[config.mk]
export PLATFORM = sky130hd
export DESIGN_NAME = machine_timer
export DESIGN_NICKNAME = d
export VERILOG_FILES = /design/src/design/simple_system_pkg.sv /design/src/design/machine_timer.sv
export VERILOG_INCLUDE_DIRS = /design/src /design/src/design
export SDC_FILE = /design/constraint.sdc
export NUM_CORES = 1
export LEC_CHECK = 0
export BUFFER_PORTS_ARGS = -buffer_cell sky130_fd_sc_hd__buf_2
export CAP_MARGIN = 40
export CORE_AREA = 2 2 167 104
export CTS_CLUSTER_SIZE = 10
export DETAILED_ROUTE_END_ITERATION = 6
export DIE_AREA = 0 0 169 106
export PLACE_DENSITY = 0.86
export REMOVE_ABC_BUFFERS = 1
export SYNTH_ARGS = -nofsm -noshare
export SYNTH_HDL_FRONTEND = slang
export SYNTH_SLANG_ARGS = --single-unit
[constraint.sdc]
create_clock -name clk_i -period 4.6 [get_ports clk_i]
set_clock_uncertainty 0.2 [all_clocks]
set_input_delay 0.46 -clock clk_i [delete_from_list [all_inputs] [get_ports clk_i]]
set_output_delay 0.46 -clock clk_i [all_outputs]
set_load 0.01 [all_outputs]
[src/design/simple_system_defines.svh]
// Simple system global definitions

`ifndef SIMPLE_SYSTEM_DEFINES_SVH
`define SIMPLE_SYSTEM_DEFINES_SVH

// Bus widths
`define SS_DATA_W 32
`define SS_ADDR_W 32
`define SS_BE_W   4

// Number of bus devices
`define SS_NR_DEVICES 3

// Address map, 1 MB RAM and two 1 kB register windows
`define SS_RAM_BASE     32'h0010_0000
`define SS_RAM_MASK     (~32'h000F_FFFF)
`define SS_SIMCTRL_BASE 32'h0002_0000
`define SS_SIMCTRL_MASK (~32'h0000_03FF)
`define SS_TIMER_BASE   32'h0003_0000
`define SS_TIMER_MASK   (~32'h0000_03FF)

// Default RAM depth in words
`define SS_RAM_WORDS 1024

`endif

[src/design/simple_system_pkg.sv]
// Simple system types

package simple_system_pkg;

  // Bus device select, NoDevice marks an unmapped access
  typedef enum logic [1:0] {
    Ram      = 2'd0,
    SimCtrl  = 2'd1,
    Timer    = 2'd2,
    NoDevice = 2'd3
  } bus_device_e;

  // Timer register offsets within its window
  typedef enum logic [9:0] {
    MtimeLo    = 10'h000,
    MtimeHi    = 10'h004,
    MtimecmpLo = 10'h008,
    MtimecmpHi = 10'h00C
  } timer_reg_e;

  // Simulation control register offsets
  typedef enum logic [9:0] {
    CharOut = 10'h000,
    Halt    = 10'h008
  } simctrl_reg_e;

endpackage

[src/design/machine_timer.sv]
// Machine timer

`timescale 1ns/1ps

`include "simple_system_defines.svh"

module machine_timer (
  input  logic                  clk_i,
  input  logic                  reset_i,

  input  logic                  req_i,
  input  logic                  we_i,
  input  logic [`SS_BE_W-1:0]   be_i,
  input  logic [`SS_ADDR_W-1:0] addr_i,
  input  logic [`SS_DATA_W-1:0] wdata_i,
  output logic                  rvalid_o,
  output logic [`SS_DATA_W-1:0] rdata_o,
  output logic                  err_o,

  output logic                  timer_irq_o
);

  import simple_system_pkg::*;

  localparam int W = `SS_DATA_W;

  logic [9:0]     offset;
  logic           reg_hit;
  logic           wr;
  logic [W-1:0]   wmask;
  logic [2*W-1:0] mtime_q;
  logic [2*W-1:0] mtime_d;
  logic [2*W-1:0] mtimecmp_q;
  logic [2*W-1:0] mtimecmp_d;

  assign offset  = addr_i[9:0];
  assign reg_hit = offset inside {MtimeLo, MtimeHi, MtimecmpLo, MtimecmpHi};
  assign wr      = req_i & we_i & reg_hit;

  always_comb begin
    for (int b = 0; b < `SS_BE_W; b++) begin
      wmask[8*b +: 8] = {8{be_i[b]}};
    end
  end

  // Next-state with byte-merged writes, a mtime write wins over the increment
  always_comb begin
    mtime_d    = mtime_q + 1'b1;
    mtimecmp_d = mtimecmp_q;
    if (wr) begin
      case (offset)
        MtimeLo: mtime_d = {mtime_q[2*W-1:W], (mtime_q[W-1:0] & ~wmask) | (wdata_i & wmask)};
        MtimeHi: mtime_d = {(mtime_q[2*W-1:W] & ~wmask) | (wdata_i & wmask), mtime_q[W-1:0]};
        MtimecmpLo: begin
          mtimecmp_d[W-1:0] = (mtimecmp_q[W-1:0] & ~wmask) | (wdata_i & wmask);
        end
        MtimecmpHi: begin
          mtimecmp_d[2*W-1:W] = (mtimecmp_q[2*W-1:W] & ~wmask) | (wdata_i & wmask);
        end
        default: ;
      endcase
    end
  end

  always_ff @(posedge clk_i) begin
    if (reset_i) begin
      mtime_q     <= '0;
      mtimecmp_q  <= '1;
      timer_irq_o <= 1'b0;
      rvalid_o    <= 1'b0;
      err_o       <= 1'b0;
    end else begin
      mtime_q     <= mtime_d;
      mtimecmp_q  <= mtimecmp_d;
      timer_irq_o <= (mtime_q >= mtimecmp_q);
      rvalid_o    <= req_i;
      err_o       <= req_i & ~reg_hit;
    end
  end

  // Register read, zero for unknown offsets
  always_ff @(posedge clk_i) begin
    if (req_i) begin
      case (offset)
        MtimeLo:    rdata_o <= mtime_q[W-1:0];
        MtimeHi:    rdata_o <= mtime_q[2*W-1:W];
        MtimecmpLo: rdata_o <= mtimecmp_q[W-1:0];
        MtimecmpHi: rdata_o <= mtimecmp_q[2*W-1:W];
        default:    rdata_o <= '0;
      endcase
    end
  end

endmodule

==> flow_summary.ini <==
[cts]
postCtsSetupBuffers = 0
postCtsResizedCells = 0
clock_latency_ns = 0.43
cts_sinks = 163
clk_pin_slew_ns = 0.07
tritoncts.num_buffers = 17
cts_tree = built
clockRootBuffer = clkbuf_16
htreeDepth = 4
cts_hold_buf = 0
cts_buffer_depth = 2

[synthesis]
async_flop_share = 0
synth_top_area_frac = 0.271
synth.avg_cell_area_um2 = 9.05
yosys-top-cells-area = dfxtp_1 (27%), edfxtp_1 (9.9%), ha_1 (8.4%), mux4_2 (7.0%), o211ai_1 (5.4%)
yosysSeqAreaShare = 0.371
syn_inst = 1068
ys.flop_type = dfxtp_1
synth_enable_flop_cells = 32
synth_top_cell_by_area = dfxtp_1
netlist-cell-type-count = 72
ys_ff_latch = 163
yosys_warnings = 0
syn_area_um2 = 9660

[power_and_ir_drop]
powerDensity_nw_per_um2 = 294
p_leak_nw = 4.61
ir_worst_vdd_v = 0.000182

[routing]
detail_route.iter0.violations = 1389
drc = 0
wl_per_cell_um = 21.9
via_count = 9233
ant_nets = 0
via_per_inst = 6.82
drt_first_pass_iters = 7
wl_mm = 29.7

[die]
rows = 37
die_h_um = 106
die_x_um = 169
pin_count = 107
coreArea_um2 = 16600
initial_utilization = 0.583
die_area_um2 = 17900

[timing]
fin_crit_sh = 0.679
setup_viol = 0
hold_ws_ns = 0.101
relSlewSlack = 0.417
max_slew.worst_pin.slew_ns = 0.866
fin_crit_ns = 3.13
tns_ns = 0
grt_setup_unrepaired = no
max_freq_mhz = 320
drv_slew = 0
hold_viol_final = 0
fin_ws_ns = 1.47

[layout]
nets = 1264
syn_to_final_growth_pct = 12.1
fin_cells = 1354
final_cell_mix = dfxtp_1 (131), nand2_1 (127), buf_2 (84)
drive_gt1_frac = 0.168
final_common_cell = dfxtp_1
design_area_um2 = 10800
antenna_cells = 0

[critical_path]
worstPathRequired_ns = 4.69
start_kind = register
path_cells = ha_1, nand3_1, nor4_1, and3_2, nor3_1, a2111oi_0
arrival_ns = 3.22
max_stage_delay_ns = 0.75
cp_slowest_cell = nor4_1
crit_buf_inv = 0
worstPathMaxFanout = 8
cp-end-kind = register
critical_path_class = register to register
crit_family = simple AND/OR/NAND/NOR gates

[global_route]
antenna_found_initial = 0
grt_pass1_vias = 8518
grt_max_degree = 47
grt-ovfl-total = 0
grt_pass1_wl_mm = 46.8
gr-usage-all-layers = 0.337

[hold_path]
min_path_type = input port to register

[status]
status = completed

[place]
pre_cts_ws_ns = 1.36
place_congestion = 1.04
dp_cells = 1322
placed_area_um2 = 10200
hpwl_mm = 21.2
portBuffers = 84

[run]
cap_violations = 0
-- layer usage --
| metal | track usage | wire length [um] | vias to the layer above |
|---|---|---|---|
| met2 | 0.465 | 11800 | 712 |
| li1 | - | - | 4116 |
| met3 | 0.130 | 4750 | 82 |
| met4 | 0.0830 | 647 | 2 |
| met5 | 0 | 30 | - |
| met1 | 0.493 | 12500 | 4321 |
-- synthesized netlist by cell type, drive strengths merged (23+ instances only) --
| cell type | number |
|---|---|
| nor2 | 56 |
| inv | 72 |
| a211oi | 26 |
| nand3 | 30 |
| nor2b | 35 |
| a21oi | 67 |
| edfxtp | 32 |
| nor3 | 33 |
| and3 | 26 |
| nand2 | 128 |
| o21ai | 31 |
| dfxtp | 131 |
| o211ai | 69 |
| nor4 | 23 |
| ha | 65 |
| mux4 | 32 |
| clkbuf | 51 |
-- where the power goes --
group | switching [mW] | internal, mW | total, mW
combinational | 0.112 | 0.0646 | 0.176
sequential | 0.00884 | 1.47 | 1.47
clock | 0.620 | 0.916 | 1.54
-- area by class of cell --
type,count,area [um2]
Fill cell,1337,5740
Multi-Input combinational cell,770,5520
Sequential cell,163,3580
Timing Repair Buffer,103,574
Clock buffer,21,440
Inverter,72,270
Tap cell,214,268
Clock inverter,11,179
-- per-stage QoR --
step / utilization / power, mW
floorplan: - / 1.57
global placement: 0.614 / 1.67
detailed placement: 0.616 / 1.68
CTS: 0.654 / 3.18
global route: 0.654 / 3.25
finish: 0.654 / 3.19
-- worst register-to-register path: stages, from the launching register on --
cell and delay [ns]:
dfxtp_1 0.57, ha_1 0.42, nand3_1 0.33, nor4_1 0.75, and3_2 0.30, nor3_1 0.05, a2111oi_0 0.38
-- worst paths after layout --
kind	startpoint	to	slack, ns	cells after the start
setup / recovery	mtime_q[1]	mtime_q[30]	1.47	6
hold / removal	reset_i	rvalid_o	0.10	2
setup reg to reg	mtime_q[1]	mtime_q[30]	1.47	6
hold reg to reg	register	register	0.32	2
-- logic make-up (layout without fill, tap and decap cells) --
group	count (synthesis)	count (layout)	share of synthesized area
buffers and inverters	135	207	0.0584
DFF	163	163	0.371
and+or+nand+nor	395	395	0.211
muxes	42	42	0.0865
xor gates and xnor gates	10	10	0.00907
AOI/OAI and AO/OA	258	258	0.180
adders and majority gates	65	65	0.0842
Power figures use the tool's default switching activity.
