## config.mk

```make
export PLATFORM = sky130hd
export DESIGN_NAME = sim_ctrl
export DESIGN_NICKNAME = d
export VERILOG_FILES = /design/src/design/simple_system_pkg.sv /design/src/design/sim_ctrl.sv
export VERILOG_INCLUDE_DIRS = /design/src /design/src/design
export SDC_FILE = /design/constraint.sdc
export NUM_CORES = 1
export LEC_CHECK = 0
export ABC_CLOCK_PERIOD_IN_PS = 1710
export CAP_MARGIN = 40
export CORE_AREA = 10 10 47 49
export CTS_BUF_LIST = sky130_fd_sc_hd__clkbuf_4 sky130_fd_sc_hd__clkbuf_8
export DETAILED_ROUTE_END_ITERATION = 8
export DIE_AREA = 0 0 57 59
export DONT_BUFFER_PORTS = 1
export PLACE_DENSITY_LB_ADDON = 0.3
export SYNTH_ARGS = -nofsm -noshare
export SYNTH_HDL_FRONTEND = slang
export SYNTH_SLANG_ARGS = --single-unit
```

## constraint.sdc

```tcl
create_clock -name clk_i -period 1.71 [get_ports clk_i]
set_clock_uncertainty 0.05 [all_clocks]
set_input_delay 0.171 -clock clk_i [delete_from_list [all_inputs] [get_ports clk_i]]
set_output_delay 0.171 -clock clk_i [all_outputs]
set_load 0.01 [all_outputs]
```

## src/design/simple_system_defines.svh

```systemverilog
// Simple system global definitions

`ifndef SIMPLE_SYSTEM_DEFINES_SVH
`define SIMPLE_SYSTEM_DEFINES_SVH

// Bus widths
`define SS_DATA_W 32
`define SS_ADDR_W 32
`define SS_BE_W   4

// Number of bus devices
`define SS_NR_DEVICES 3

// Address map, 1 MB RAM and two 1 kB register windows
`define SS_RAM_BASE     32'h0010_0000
`define SS_RAM_MASK     (~32'h000F_FFFF)
`define SS_SIMCTRL_BASE 32'h0002_0000
`define SS_SIMCTRL_MASK (~32'h0000_03FF)
`define SS_TIMER_BASE   32'h0003_0000
`define SS_TIMER_MASK   (~32'h0000_03FF)

// Default RAM depth in words
`define SS_RAM_WORDS 1024

`endif

```

## src/design/simple_system_pkg.sv

```systemverilog
// Simple system types

package simple_system_pkg;

  // Bus device select, NoDevice marks an unmapped access
  typedef enum logic [1:0] {
    Ram      = 2'd0,
    SimCtrl  = 2'd1,
    Timer    = 2'd2,
    NoDevice = 2'd3
  } bus_device_e;

  // Timer register offsets within its window
  typedef enum logic [9:0] {
    MtimeLo    = 10'h000,
    MtimeHi    = 10'h004,
    MtimecmpLo = 10'h008,
    MtimecmpHi = 10'h00C
  } timer_reg_e;

  // Simulation control register offsets
  typedef enum logic [9:0] {
    CharOut = 10'h000,
    Halt    = 10'h008
  } simctrl_reg_e;

endpackage

```

## src/design/sim_ctrl.sv

```systemverilog
// Simulation control device

`timescale 1ns/1ps

`include "simple_system_defines.svh"

module sim_ctrl (
  input  logic                  clk_i,
  input  logic                  reset_i,

  input  logic                  req_i,
  input  logic                  we_i,
  input  logic [`SS_BE_W-1:0]   be_i,
  input  logic [`SS_ADDR_W-1:0] addr_i,
  input  logic [`SS_DATA_W-1:0] wdata_i,
  output logic                  rvalid_o,
  output logic [`SS_DATA_W-1:0] rdata_o,

  output logic                  char_valid_o,
  output logic [7:0]            char_o,
  output logic                  halt_o
);

  import simple_system_pkg::*;

  logic [9:0]            offset;
  logic [`SS_DATA_W-1:0] wmask;
  logic                  wr_char;
  logic                  wr_halt;

  assign offset = addr_i[9:0];

  always_comb begin
    for (int b = 0; b < `SS_BE_W; b++) begin
      wmask[8*b +: 8] = {8{be_i[b]}};
    end
  end

  // Character needs byte 0 enabled, halt needs any enabled nonzero byte
  assign wr_char = req_i & we_i & be_i[0] & (offset == CharOut);
  assign wr_halt = req_i & we_i & (offset == Halt) & (|(wdata_i & wmask));

  always_ff @(posedge clk_i) begin
    if (reset_i) begin
      rvalid_o     <= 1'b0;
      char_valid_o <= 1'b0;
      halt_o       <= 1'b0;
    end else begin
      rvalid_o     <= req_i;
      char_valid_o <= wr_char;
      if (wr_halt) begin
        halt_o <= 1'b1;
      end
    end
  end

  // Character byte and read data
  always_ff @(posedge clk_i) begin
    if (wr_char) begin
      char_o <= wdata_i[7:0];
    end
    if (req_i) begin
      rdata_o <= (!we_i && offset == Halt) ? `SS_DATA_W'(halt_o) : '0;
    end
  end

endmodule

```

==> flow_summary.ini, run 1 <==
[detailed_routing]
first_iter_violations = 12
postRouteAntennaNets = 0
drc_errors = 0
first_pass_iters = 3
vias = 467
wirelength_mm = 2.03
post_drt_wl_per_cell_um = 20.3
via_per_inst = 4.67

[timing]
rsz0062_at_grt = no
hold_viol_final = 0
setup_ws_ps = 566
max_slew_margin = 0.681
worstMarginPinSlew_ps = 466
fmax_mhz = 874
fin_crit_sh = 0.669
slew_violations = 0
tns_ps = 0
setup_violations = 0
fin_crit_ps = 1140

[die]
core_area_mm2 = 0.00140
rows = 14
die-area_mm2 = 0.00336
ioPinCount = 115
fp.dieH_um = 59
die_x_um = 57
initial_core_util = 0.526

[power]
combPwrFrac = 0.121
p_per_area_mw_per_mm2 = 717
power.switching_mw = 0.132
p_leak_nw = 0.300
power.total_mw = 0.552
pwr-share-seq = 0.572
swShare = 0.239
intPower_mw = 0.421
clkPwrFrac = 0.306
peakVddDrop_mv = 0.307

[critical_path]
crit_type = input port to flop
cp-start-kind = input port
critical_path_buf_inv_count = 0
cp.arrival_ps = 1230
cp_slowest_cell = a2111oi_0
slowest_delay_ps = 480
cp_cell_sequence = nor4_1, a21oi_1, a2111oi_0, o41ai_1
endpoint_kind = flop
required_ps = 1800
cp_max_fo = 2
critical_path.top_delay_family = compound AO/OA/AOI/OAI gates

[cells_and_area]
n_antenna_cell = 0
areaGrowthSynthToFinish_pct = 4.58
drive_gt1_frac = 0.0714
nNetsFinal = 157

[synth]
ys_warn_count = 0
synth-seq-cells = 12
async_flop_share = 0
synth_top_area_frac = 0.367
syn_area_per_cell_um2 = 10.5
syn_inst = 70
synth_cell_types = 19
ys_seq_area_frac = 0.448
yosysMostFrequentCell = buf_4
ys_top_cells_by_count = buf_4 (31), edfxtp_1 (9), nor4_1 (8), dfxtp_1 (3)
synth_top_area_cell = edfxtp_1
synth_edf_count = 9
synth_area_leaders = edfxtp_1 (37%), buf_4 (32%), dfxtp_1 (8.1%)
ys.flop_type = edfxtp_1
syn_area_um2 = 737

[clocking]
post-cts-setup-buffers = 0
ctsLongestPathBuffers = 2
insertion_delay_ps = 260
clkSlewWorstSetupHoldPaths_ps = 70
ctsHoldBuffers = 10
htree_levels = 1
post_cts_resized = 0
cts_num_sinks = 12
cts_inserted_buffers = 3
cts_tree = built
clockRootBuffer = clkbuf_4

[global_routing]
grt_pass1_wl_mm = 3.14
grtUsageTotal = 0.114
grt_antenna_before_repair = 0
grt_pass1_vias = 630
gr-total-overflow = 0
grt_max_degree = 10

[place]
dpl.hpwl_mm = 1.77
gp_congestion = 0.688
portBuffers = 0
dp_slack_ps = 291

[outcome]
status = completed

[worst_hold_path]
hold_path.class = input port to flop

[flow_run]
drv_cap = 0
## stage by stage
step | hold slack, ps | instance area, um^2 | cells | utilization
after floorplan | 193 | 850 | 100 | -
after global placement | 194 | 644 | 86 | 0.460
after detailed placement | 195 | 644 | 86 | 0.460
after CTS | 34.8 | 771 | 100 | 0.550
after global routing | 35.5 | 771 | 100 | 0.550
final | 42.2 | 771 | 100 | 0.550
## power groups by stage
stage | sequential [mW] | combinational [mW] | clock [mW]
after floorplan | 0.323 | 0.0933 | 0
after global placement | 0.323 | 0.0423 | 0
after detailed placement | 0.323 | 0.0425 | 0
after CTS | 0.316 | 0.0624 | 0.175
after global routing | 0.316 | 0.0749 | 0.190
final | 0.316 | 0.0670 | 0.169
## registers in the layout, indices dropped and copies added (netlist names)
signal,count
char_valid_o,1
rvalid_o,1
rdata_o,1
char_o,8
halt_o,1
## placed cells by master (no fill, tap or decap)
| cell | Yosys | layout |
|---|---|---|
| conb_1 | 1 | 31 |
| dlygate4sd3_1 | 0 | 10 |
| edfxtp_1 | 9 | 9 |
| nor4_1 | 8 | 8 |
| dfxtp_1 | 3 | 3 |
| clkbuf_4 | 0 | 3 |
| nor4_2 | 2 | 2 |
| nand2_1 | 2 | 2 |
| nor2b_1 | 2 | 2 |
| a21boi_0 | 2 | 2 |
| inv_1 | 1 | 1 |
| nor2_1 | 1 | 1 |
| nor3_1 | 1 | 1 |
| nand3_1 | 1 | 1 |
| a21oi_1 | 1 | 1 |
| a2111oi_0 | 1 | 1 |
| nand4_1 | 1 | 1 |
| nand2b_1 | 1 | 1 |
| o41ai_1 | 1 | 1 |
| nor3b_1 | 1 | 1 |
| clkinv_1 | 0 | 1 |
| buf_4 | 31 | 1 |
## cell type report
class / count / area [um^2]
inverter: 1 / 3.75
timing repair buffer: 11 / 108
multi-input combinational: 56 / 283
sequential: 12 / 330
clock buffer: 3 / 22.5
tap: 16 / 20.0
fill: 127 / 631
clock inverter: 1 / 3.75
## cells by family after synthesis
family,after synthesis,synth area share
AOI/OAI and AO/OA,5,0.0509
buffers and inverters,32,0.321
DFF,12,0.448
other,1,0.00509
and+or+nand+nor,20,0.175
## layer usage
| layer | GRT usage | routed length [um] |
|---|---|---|
| met2 | 0.205 | 1160 |
| met3 | 0.0536 | 210 |
| met5 | 0 | 0 |
| met4 | 0.0604 | 0 |
| met1 | 0.105 | 661 |
## worst paths after layout
kind | cells after the start | end | slack (ps) | from
worst max-delay path | 4 | halt_o$_SDFFE_PP0P_ | 570 | wdata_i[0]
worst min-delay path | 2 | halt_o$_SDFFE_PP0P_ | 40 | reset_i
worst max register to register | 1 | rdata_o[0]$_SDFFCE_PN0P_ | 900 | halt_o$_SDFFE_PP0P_
worst min register to register | 2 | halt_o$_SDFFE_PP0P_ | 500 | halt_o$_SDFFE_PP0P_
(Power assumes the default switching activity.)
==> run 2: changes to the inputs <==
--- a/config.mk
+++ b/config.mk
@@ -6,7 +6,7 @@
 export SDC_FILE = /design/constraint.sdc
 export NUM_CORES = 1
 export LEC_CHECK = 0
-export ABC_CLOCK_PERIOD_IN_PS = 1710
+export ABC_CLOCK_PERIOD_IN_PS = 1100
 export CAP_MARGIN = 40
 export CORE_AREA = 10 10 47 49
 export CTS_BUF_LIST = sky130_fd_sc_hd__clkbuf_4 sky130_fd_sc_hd__clkbuf_8
==> constraint.sdc (replaced) <==
create_clock -name clk_i -period 1.1 [get_ports clk_i]
set_clock_uncertainty 0.05 [all_clocks]
set_input_delay 0.11 -clock clk_i [delete_from_list [all_inputs] [get_ports clk_i]]
set_output_delay 0.11 -clock clk_i [all_outputs]
set_load 0.01 [all_outputs]
==> run 2 against run 1 <==
Utilization increased by 3.8 points. Cell count increased by 2.0%. Die area unchanged. Worst hold slack got worse by 11 ps. Critical path depth unchanged. Sequential share of layout area decreased by 2.8 points. Largest cell class unchanged. Largest power group unchanged.
==> flow_summary.ini, run 2 (synthesized netlist as in run 1, its figures left out) <==
[power]
p_per_area_mw_per_mm2 = 1140
p_leak_nw = 0.320
power.total_mw = 0.936
peakVddDrop_mv = 0.393

[critical_path]
cp_cell_sequence = nor4_4, nand3_1, nor4_4, buf_4
ff2ff_setup_slack_ps = 230
cp_slowest_cell = nor4_4
critical_path.top_delay_family = simple AND/OR/NAND/NOR gates
cp_max_fo = 9
critPathMostFrequentCell = nor4_4
cp-start-kind = input port
endpoint_kind = flop
crit_type = input port to flop
critical_path_buf_inv_count = 1
slowest_delay_ps = 270
cp.arrival_ps = 950
required_ps = 1020

[worst_hold_path]
hold_path.class = input port to flop

[detailed_routing]
first_pass_iters = 4
post_drt_wl_per_cell_um = 21.3
postRouteAntennaNets = 0
first_iter_violations = 10
wirelength_mm = 2.17
drc_errors = 0
vias = 497
via_per_inst = 4.87

[clocking]
clkSlewWorstSetupHoldPaths_ps = 70
insertion_delay_ps = 260
cts_tree = built
clockRootBuffer = clkbuf_4
ctsLongestPathBuffers = 2
htree_levels = 1
cts_num_sinks = 12
post-cts-setup-buffers = 0
cts_inserted_buffers = 3

[global_routing]
grtUsageTotal = 0.110
grt_max_degree = 10
grt_antenna_before_repair = 0
grt_pass1_wl_mm = 3.05
gr-total-overflow = 0
grt_pass1_vias = 634

[timing]
setup_violations = 0
fmax_mhz = 969
whs_ps = 30.9
fin_crit_sh = 0.938
hold_viol_final = 0
fin_crit_ps = 1030
rsz0062_at_grt = no
slew_violations = 0

[die]
die-area_mm2 = 0.00336
ioPinCount = 115
core_area_mm2 = 0.00140
fp.dieH_um = 59
die_x_um = 57
rows = 14
initial_core_util = 0.526

[cells_and_area]
fillers = 117
layout_common_cells = conb_1 (31), dlygate4sd3_1 (12), edfxtp_1 (9)
drive_gt1_frac = 0.0930
final_core_util = 0.588
final_common_cell = conb_1
areaGrowthSynthToFinish_pct = 11.9
n_antenna_cell = 0
regMostFlops = char_o
largest_reg_flops = 8
nNetsFinal = 159

[place]
gp_congestion = 0.656
dpl.hpwl_mm = 1.86
portBuffers = 0

[flow_run]
drv_cap = 0

[outcome]
status = completed
==> run 2: changes by cell type in the layout (fill, tap and decap cells not counted) <==
| cell | previous run | this run |
|---|---|---|
| dlygate4sd3_1 | 10 | 12 |
| nor4_4 | 0 | 2 |
| nor4_2 | 2 | 0 |
| clkbuf_8 | 0 | 1 |
| a2111oi_0 | 1 | 0 |
| a2111oi_2 | 0 | 1 |
| clkinv_1 | 1 | 0 |
==> run 2: layout make-up <==
cell class                 instances  area, um^2  area share
sequential                        12         330       0.401
multi-input combinational         56         307       0.372
timing repair buffer              13         128       0.155
clock buffer                       4        36.3      0.0440
tap                               16        20.0      0.0243
inverter                           1        3.75     0.00455
==> run 2: metal layers <==
| layer | wire length [um] | vias to the layer above | track usage |
|---|---|---|---|
| met1 | 660 | 232 | 0.0901 |
| met5 | 0 | - | 0 |
| met2 | 1280 | 40 | 0.222 |
| li1 | - | 223 | - |
| met3 | 209 | 2 | 0.0429 |
| met4 | 23 | 0 | 0.0503 |
==> run 2: what timing repair did <==
| item | CTS | global route |
|---|---|---|
| setup endpoints to repair | 0 | 1 |
| endpoints found under the hold margin | 13 | 0 |
| hold buffers | 12 | 0 |
| resized for setup | 0 | 2 |
==> run 2: report_power, final <==
part	internal [mW]	total [mW]	switching (mW)
Sequential	0.488	0.491	0.00300
Combinational	0.0413	0.115	0.0736
Clock	0.201	0.330	0.129
Total	0.730	0.936	0.206
==> run 2: stage by stage <==
step / setup WS [ps] / cell area [um^2] / std cells / TNS [ps]
final: 68.5 / 825 / 102 / 0
after global routing: 16.1 / 825 / 102 / 0
after CTS: 42.1 / 818 / 102 / 0
after detailed placement: -246 / 662 / 86 / -2180
after global placement: -295 / 662 / 86 / -2030
after floorplan: -269 / 867 / 100 / -2290
==> run 2: final timing paths <==
kind,start,end,cells past startpoint
worst max-delay path,addr_i[7],char_o[3]$_DFFE_PP_,4
worst min-delay path,we_i,halt_o$_SDFFE_PP0P_,2
worst max register to register,halt_o$_SDFFE_PP0P_,rdata_o[0]$_SDFFCE_PN0P_,1
worst min register to register,halt_o$_SDFFE_PP0P_,halt_o$_SDFFE_PP0P_,2
