`config.mk`:
```
export PLATFORM = sky130hd
export DESIGN_NAME = system_bus
export DESIGN_NICKNAME = d
export VERILOG_FILES = /design/src/design/simple_system_pkg.sv /design/src/design/system_bus.sv
export VERILOG_INCLUDE_DIRS = /design/src /design/src/design
export SDC_FILE = /design/constraint.sdc
export NUM_CORES = 1
export LEC_CHECK = 0
export BUFFER_PORTS_ARGS = -buffer_cell sky130_fd_sc_hd__buf_2
export CORE_AREA = 2 2 110 112
export CTS_BUF_LIST = sky130_fd_sc_hd__clkbuf_4 sky130_fd_sc_hd__clkbuf_8 sky130_fd_sc_hd__clkbuf_16
export CTS_CLUSTER_DIAMETER = 50
export CTS_CLUSTER_SIZE = 24
export DETAILED_ROUTE_END_ITERATION = 10
export DIE_AREA = 0 0 112 114
export GPL_ROUTABILITY_DRIVEN = 0
export GPL_TIMING_DRIVEN = 1
export HOLD_SLACK_MARGIN = 0.15
export MAX_ROUTING_LAYER = met4
export PLACE_DENSITY = 0.54
export REMOVE_ABC_BUFFERS = 1
export SKIP_CTS_REPAIR_TIMING = 1
export SLEW_MARGIN = 20
export SYNTH_ARGS = -nofsm -noshare
export SYNTH_HDL_FRONTEND = slang
export SYNTH_SLANG_ARGS = --single-unit
```
`constraint.sdc`:
```
create_clock -name clk_i -period 1.2 [get_ports clk_i]
set_clock_uncertainty 0.1 [all_clocks]
set_input_delay 0.06 -clock clk_i [delete_from_list [all_inputs] [get_ports clk_i]]
set_output_delay 0.06 -clock clk_i [all_outputs]
set_load 0.005 [all_outputs]
```
`src/design/simple_system_defines.svh`:
```
// Simple system global definitions

`ifndef SIMPLE_SYSTEM_DEFINES_SVH
`define SIMPLE_SYSTEM_DEFINES_SVH

// Bus widths
`define SS_DATA_W 32
`define SS_ADDR_W 32
`define SS_BE_W   4

// Number of bus devices
`define SS_NR_DEVICES 3

// Address map, 1 MB RAM and two 1 kB register windows
`define SS_RAM_BASE     32'h0010_0000
`define SS_RAM_MASK     (~32'h000F_FFFF)
`define SS_SIMCTRL_BASE 32'h0002_0000
`define SS_SIMCTRL_MASK (~32'h0000_03FF)
`define SS_TIMER_BASE   32'h0003_0000
`define SS_TIMER_MASK   (~32'h0000_03FF)

// Default RAM depth in words
`define SS_RAM_WORDS 1024

`endif

```
`src/design/simple_system_pkg.sv`:
```
// Simple system types

package simple_system_pkg;

  // Bus device select, NoDevice marks an unmapped access
  typedef enum logic [1:0] {
    Ram      = 2'd0,
    SimCtrl  = 2'd1,
    Timer    = 2'd2,
    NoDevice = 2'd3
  } bus_device_e;

  // Timer register offsets within its window
  typedef enum logic [9:0] {
    MtimeLo    = 10'h000,
    MtimeHi    = 10'h004,
    MtimecmpLo = 10'h008,
    MtimecmpHi = 10'h00C
  } timer_reg_e;

  // Simulation control register offsets
  typedef enum logic [9:0] {
    CharOut = 10'h000,
    Halt    = 10'h008
  } simctrl_reg_e;

endpackage

```
`src/design/system_bus.sv`:
```
// Address decoding bus

`timescale 1ns/1ps

`include "simple_system_defines.svh"

module system_bus (
  input  logic                  clk_i,
  input  logic                  reset_i,

  input  logic                  host_req_i,
  input  logic                  host_we_i,
  input  logic [`SS_BE_W-1:0]   host_be_i,
  input  logic [`SS_ADDR_W-1:0] host_addr_i,
  input  logic [`SS_DATA_W-1:0] host_wdata_i,
  output logic                  host_gnt_o,
  output logic                  host_rvalid_o,
  output logic [`SS_DATA_W-1:0] host_rdata_o,
  output logic                  host_err_o,

  output logic                  dev_req_o    [`SS_NR_DEVICES],
  output logic                  dev_we_o,
  output logic [`SS_BE_W-1:0]   dev_be_o,
  output logic [`SS_ADDR_W-1:0] dev_addr_o,
  output logic [`SS_DATA_W-1:0] dev_wdata_o,
  input  logic                  dev_rvalid_i [`SS_NR_DEVICES],
  input  logic [`SS_DATA_W-1:0] dev_rdata_i  [`SS_NR_DEVICES],
  input  logic                  dev_err_i    [`SS_NR_DEVICES]
);

  import simple_system_pkg::*;

  bus_device_e dev_sel;
  bus_device_e dev_sel_q;
  logic        accept;
  logic        pending_q;

  // Address decode against the window table
  always_comb begin
    if ((host_addr_i & `SS_RAM_MASK) == `SS_RAM_BASE) begin
      dev_sel = Ram;
    end else if ((host_addr_i & `SS_SIMCTRL_MASK) == `SS_SIMCTRL_BASE) begin
      dev_sel = SimCtrl;
    end else if ((host_addr_i & `SS_TIMER_MASK) == `SS_TIMER_BASE) begin
      dev_sel = Timer;
    end else begin
      dev_sel = NoDevice;
    end
  end

  // Only one transaction in flight
  assign host_gnt_o = ~pending_q;
  assign accept     = host_req_i & host_gnt_o;

  always_comb begin
    for (int i = 0; i < `SS_NR_DEVICES; i++) begin
      dev_req_o[i] = accept && (dev_sel == bus_device_e'(i));
    end
  end

  // Request payload is shared by all devices
  assign dev_we_o    = host_we_i;
  assign dev_be_o    = host_be_i;
  assign dev_addr_o  = host_addr_i;
  assign dev_wdata_o = host_wdata_i;

  // Remember which device owes the response
  always_ff @(posedge clk_i) begin
    if (reset_i) begin
      pending_q <= 1'b0;
      dev_sel_q <= NoDevice;
    end else begin
      pending_q <= accept;
      if (accept) begin
        dev_sel_q <= dev_sel;
      end
    end
  end

  // Response mux, unmapped accesses are answered here with an error
  always_comb begin
    host_rvalid_o = 1'b0;
    host_rdata_o  = '0;
    host_err_o    = 1'b0;
    if (dev_sel_q == NoDevice) begin
      host_rvalid_o = pending_q;
      host_err_o    = pending_q;
    end else begin
      host_rvalid_o = dev_rvalid_i[dev_sel_q];
      host_rdata_o  = dev_rdata_i[dev_sel_q];
      host_err_o    = dev_err_i[dev_sel_q];
    end
  end

endmodule

```
==> results.sh, run 1 <==
export IMPL_outcome="finished, violations left"
export IMPL_violations="setup timing"
export IMPL_synth_compound_area_frac=0.125
export IMPL_cts_tree="yes"
export IMPL_post_route_cell_area_um2=2810
export IMPL_fp_dieW_um=112
export IMPL_max_cap_violations=0
export IMPL_synth_top_family_by_area="buffers and inverters"
export IMPL_worstMarginPinSlew_ns=0.295
export IMPL_cp_cell_sequence="mux4_2 -> buf_2"
export IMPL_dr_pass1_iters=4
export IMPL_die_area_um2=12800
export IMPL_via_count=2022
export IMPL_start_kind="register"
export IMPL_yosys_area_share_simple=0.178
export IMPL_synth_fa_ha_area_frac=0
export IMPL_cts_htree_levels=1
export IMPL_path_class="reg2out"
export IMPL_yosys_warnings=0
export IMPL_hold_viol=0
export IMPL_diodes=0
export IMPL_most_common_layout_cells="buf_2 (186), dlygate4sd3_1 (48), mux2i_1 (32), nand2_1 (31), o21ai_0 (18)"
export IMPL_clock_latency_ns=0.22
export IMPL_seq_area_frac_synth=0.0417
export IMPL_drt_total_wl_um=8900
export IMPL_synth_xor_area_frac=0
export IMPL_cp_max_fo=6
export IMPL_synth_area_um2=1440
export IMPL_drc=0
export IMPL_ioPinCount=281
export IMPL_layout_commonest_cell="buf_2"
export IMPL_antenna_found_initial=0
export IMPL_end_kind="output pin"
export IMPL_worstHoldPathType="in2reg"
export IMPL_relSlewSlack=0.803
export IMPL_period_needed_ns=1.47
export IMPL_clock_sinks=3
export IMPL_syn_inst=208
export IMPL_avgSynthCellArea_um2=6.93
export IMPL_tns_ns=-8.19
export IMPL_slowest_stage="mux4_2"
export IMPL_grt_max_degree=28
export IMPL_place_hpwl_um=6430
export IMPL_fin_nets=558
export IMPL_first_global_vias=1672
export IMPL_grt_usage=0.109
export IMPL_fin_crit_sh=1.23
export IMPL_powerDensity_nw_per_um2=550
export IMPL_synth_cell_type_count=23
export IMPL_placed_cell_area_um2=2110
export IMPL_fill_cells=1309
export IMPL_crit_family="multiplexers"
export IMPL_drt_iter0_drc=118
export IMPL_fp_dieH_um=114
export IMPL_maxSlewViolCount=0
export IMPL_viasPerCell=3.82
export IMPL_row_count=40
export IMPL_root_buffer="clkbuf_16"
export IMPL_area_delta_synth_final_pct=95.0
export IMPL_drive_gt1_frac=0.580
export IMPL_cts_buffers=3
export IMPL_crit_arrival_ns=1.31
export IMPL_clockBufferDepth=2
export IMPL_setup_violations=36
export IMPL_p_leak_nw=1.60
export IMPL_setup_ws_ns=-0.274
export IMPL_rsz0062_at_grt="yes"
export IMPL_ys_ff_latch=3
export IMPL_slowest_delay_ns=0.52
export IMPL_grt_overflow=0
export IMPL_worstPathRequired_ns=1.04
export IMPL_clkTransAtPathRegs_ns=0.03
export IMPL_port_buffers=186
export IMPL_ant_nets=0
export IMPL_synth_area_mux_share=0.253
export IMPL_start_util=0.123
export IMPL_post_drt_wl_per_cell_um=16.8
export IMPL_finalPower_mw=1.55
export IMPL_coreArea_um2=11700
export IMPL_fmax_mhz=678
export IMPL_hold_slack_ns=0.0393
export IMPL_path_buf_inv=1
export IMPL_ir_drop_uv=445
export IMPL_grt_pass1_wl_um=10000
## final timing paths
kind                              startpoint            to  slack (ns)  cells past startpoint
worst max-delay path            dev_sel_q[0]    host_err_o       -0.27                      2
worst min-delay path              host_req_i     pending_q        0.04                      3
worst max register to register  dev_sel_q[0]  dev_sel_q[0]        0.18                      3
worst min register to register     pending_q     pending_q        0.50                      3
## area by class of cell
type	instances	area (um2)	share of cell area
Inverter	1	3.75	0.00134
Tap cell	147	184	0.0654
Clock buffer	4	82.6	0.0294
Sequential cell	3	65.1	0.0232
Timing Repair Buffer	252	1640	0.584
Multi-Input combinational cell	123	835	0.297
## cell usage after synthesis
master	n	area share
nor3_2	1	0.0069
nor3_1	3	0.010
or4_1	1	0.0052
nor2_1	4	0.010
nand4_1	2	0.0087
mux2i_1	32	0.22
nor3b_1	1	0.0052
inv_1	1	0.0026
dfxtp_1	3	0.042
o21ai_1	15	0.052
nor4_2	1	0.0087
o21ai_0	19	0.066
or4b_1	1	0.0069
nand3_1	1	0.0035
mux4_2	2	0.031
buf_2	7	0.024
nor2b_1	2	0.0087
nand2_1	34	0.089
a21oi_1	2	0.0069
buf_4	70	0.36
nor3b_2	1	0.0087
clkbuf_1	4	0.010
nor4b_1	1	0.0061
## flip-flops by register name, indices dropped and copies added, names as in the netlist
signal	cells
dev_sel_q	2
pending_q	1
## report_power, final
part           switching [mW]  internal, mW
clock                  0.0854         0.460
combinational           0.366         0.516
sequential             0.0128         0.107
total                   0.464          1.08
## worst min-delay path: stages
cell and delay, ns:
buf_2 0.08, nand2_1 0.09, nor2_1 0.09
## logic make-up after synthesis
| logic type | after synthesis |
|---|---|
| DFF | 3 |
| AOI/OAI and AO/OA | 36 |
| and+or+nand+nor | 53 |
| muxes | 34 |
| buffers and inverters | 82 |
## routing by layer
metal	part of all wire	wire, um	track usage
met5	0	0	-
met4	0.0035	31	0.0195
met3	0.096	857	0.0946
met2	0.45	3990	0.146
met1	0.45	4020	0.125
## stage by stage
step                      setup slack [ns]   util  cells
after global placement              -0.270  0.180    473
after detailed placement            -0.273  0.180    473
after CTS                           -0.343  0.187    477
after global routing                -0.351  0.240    530
after floorplan                      -1.34      -    127
final                               -0.274  0.240    530
Note: power is estimated with default switching activity, not from simulation.
==> run 2: changes to the inputs <==
--- a/config.mk
+++ b/config.mk
@@ -8,7 +8,7 @@
 export LEC_CHECK = 0
 export BUFFER_PORTS_ARGS = -buffer_cell sky130_fd_sc_hd__buf_2
 export CORE_AREA = 2 2 110 112
-export CTS_BUF_LIST = sky130_fd_sc_hd__clkbuf_4 sky130_fd_sc_hd__clkbuf_8 sky130_fd_sc_hd__clkbuf_16
+export CTS_BUF_LIST = sky130_fd_sc_hd__clkbuf_8
 export CTS_CLUSTER_DIAMETER = 50
 export CTS_CLUSTER_SIZE = 24
 export DETAILED_ROUTE_END_ITERATION = 10
@@ -17,10 +17,11 @@
 export GPL_TIMING_DRIVEN = 1
 export HOLD_SLACK_MARGIN = 0.15
 export MAX_ROUTING_LAYER = met4
-export PLACE_DENSITY = 0.54
+export PLACE_DENSITY = 0.53
 export REMOVE_ABC_BUFFERS = 1
 export SKIP_CTS_REPAIR_TIMING = 1
 export SLEW_MARGIN = 20
 export SYNTH_ARGS = -nofsm -noshare
 export SYNTH_HDL_FRONTEND = slang
 export SYNTH_SLANG_ARGS = --single-unit
+export TNS_END_PERCENT = 30
==> constraint.sdc (replaced) <==
create_clock -name clk_i -period 1.36 [get_ports clk_i]
set_clock_uncertainty 0.1 [all_clocks]
set_input_delay 0.068 -clock clk_i [delete_from_list [all_inputs] [get_ports clk_i]]
set_output_delay 0.068 -clock clk_i [all_outputs]
set_load 0.005 [all_outputs]
==> run 2 against run 1 <==
  * The flow still finishes with violations (setup timing)
  * Clock-buffer cell count fell by 1
  * Critical path depth rose by 1
  * Worst hold slack improved by 0.12 ns
  * Setup slack improved by 0.13 ns
  * Utilization rose by 0.67 points
  * Final area rose by 2.8%
  * Cell count rose by 2.1%
  * First-iteration DRC count fell by 30%
  * Combinational power fell by 5.6%
  * Clock power fell by 55%
  * Die area did not move
  * Critical endpoint unchanged
  * Largest cell class unchanged
  * Largest power group unchanged
  * Highest routed layer unchanged
==> results.sh, run 2 (synthesis results as in run 1) <==
export IMPL_outcome="finished, violations left"
export IMPL_violations="setup timing"
export IMPL_setup_violations=35
export IMPL_fill_cells=1300
export IMPL_clockBufferDepth=2
export IMPL_start_kind="register"
export IMPL_r2r_start="pending_q"
export IMPL_p_sw_mw=0.410
export IMPL_worstPathRequired_ns=1.19
export IMPL_crit_arrival_ns=1.33
export IMPL_fp_dieH_um=114
export IMPL_drt_total_wl_um=8980
export IMPL_grt_pass1_wl_um=10500
export IMPL_end_kind="output pin"
export IMPL_area_delta_synth_final_pct=100
export IMPL_post_drt_wl_per_cell_um=16.6
export IMPL_fin_crit_sh=1.10
export IMPL_largest_reg_flops=2
export IMPL_clock_sinks=3
export IMPL_path_class="reg2out"
export IMPL_p_leak_nw=1.62
export IMPL_place_hpwl_um=6640
export IMPL_ioPinCount=281
export IMPL_row_count=40
export IMPL_first_global_vias=1795
export IMPL_viasPerCell=3.97
export IMPL_crit_start="dev_sel_q[0]"
export IMPL_worstHoldPathType="in2reg"
export IMPL_antenna_found_initial=2
export IMPL_max_cap_violations=0
export IMPL_cts_tree="yes"
export IMPL_dr_pass1_iters=4
export IMPL_period_needed_ns=1.50
export IMPL_start_util=0.123
export IMPL_most_common_layout_cells="buf_2 (185), dlygate4sd3_1 (49), mux2i_1 (29), nand2_1 (26), o21ai_1 (17)"
export IMPL_multi_input_area_um2=892
export IMPL_drt_iter0_drc=83
export IMPL_grt_usage=0.115
export IMPL_via_count=2146
export IMPL_grt_max_degree=23
export IMPL_clkTransAtPathRegs_ns=0.03
export IMPL_fmax_mhz=666
export IMPL_fp_dieW_um=112
export IMPL_sequentialPowerShare=0.085
export IMPL_tns_ns=-3.60
export IMPL_ant_nets=0
export IMPL_setup_ws_ns=-0.141
export IMPL_die_area_um2=12800
export IMPL_relSlewSlack=0.826
export IMPL_powerDensity_nw_per_um2=408
export IMPL_top_regs="dev_sel_q x2, pending_q x1"
export IMPL_fin_util=0.247
export IMPL_port_buffers=186
export IMPL_layout_commonest_cell="buf_2"
export IMPL_worstMarginPinSlew_ns=0.261
export IMPL_rsz0062_at_grt="yes"
export IMPL_root_buffer="clkbuf_8"
export IMPL_maxSlewViolCount=0
export IMPL_fin_nets=567
export IMPL_grt_overflow=0
export IMPL_coreArea_um2=11700
export IMPL_clkPwrFrac=0.210
export IMPL_drive_gt1_frac=0.615
export IMPL_ir_drop_uv=322
export IMPL_seqCellArea_um2=61.3
export IMPL_hold_start="host_req_i"
export IMPL_drc=0
export IMPL_hold_viol=0
export IMPL_internal_power_mw=0.769
export IMPL_p_comb_frac=0.706
export IMPL_cts_buffers=3
export IMPL_cp_max_fo=4
export IMPL_cts_htree_levels=1
export IMPL_clock_latency_ns=0.21
export IMPL_regMostFlops="dev_sel_q"
export IMPL_sw_frac_of_total=0.348
==> run 2: per-layer routing <==
| metal | up-vias | share of wire | track usage |
|---|---|---|---|
| met3 | 8 | 0.10 | 0.130 |
| met1 | 974 | 0.42 | 0.101 |
| met4 | 0 | 0.010 | 0.0244 |
| met2 | 154 | 0.46 | 0.168 |
| met5 | - | 0 | - |
| li1 | 1010 | - | - |
==> run 2: worst max-delay path, stage by stage, from the launching register on <==
cell and delay, ns:
dfxtp_2 0.34, buf_4 0.15, mux4_2 0.49, buf_2 0.14
==> run 2: path summary, 6_finish.rpt <==
path,endpoint,slack (ns),cells after the start
setup / recovery,host_err_o,-0.14,3
hold / removal,dev_sel_q[0],0.16,3
setup reg to reg,dev_sel_q[1],0.35,4
hold reg to reg,dev_sel_q[0],0.55,3
==> run 2: cell type report <==
type,count,share of cell area
Antenna cell,2,0.00173
Clock buffer,3,0.0143
Clock inverter,1,0.00130
Inverter,1,0.00130
Multi-Input combinational cell,123,0.309
Sequential cell,3,0.0212
Tap cell,147,0.0637
Timing Repair Buffer,261,0.588
==> run 2: per-stage QoR <==
stage	total power, mW	instances	hold WS, ns	setup slack (ns)	area, um2
2_1_floorplan	0.298	127	0.0360	-1.19	866
3_3_place_gp	0.663	472	0.0360	-0.135	2090
3_5_place_dp	0.673	472	0.0360	-0.151	2090
4_1_cts	0.930	476	-0.0603	-0.382	2130
5_1_grt	1.26	541	0.179	-0.211	2890
6_report	1.18	541	0.157	-0.141	2890
==> run 2: power groups by stage <==
stage | Sequential, mW | Clock (mW) | Combinational, mW
3_3_place_gp | 0.101 | 0 | 0.562
6_report | 0.0997 | 0.247 | 0.832
5_1_grt | 0.101 | 0.258 | 0.899
3_5_place_dp | 0.101 | 0 | 0.572
2_1_floorplan | 0.130 | 0 | 0.168
4_1_cts | 0.0997 | 0.256 | 0.574
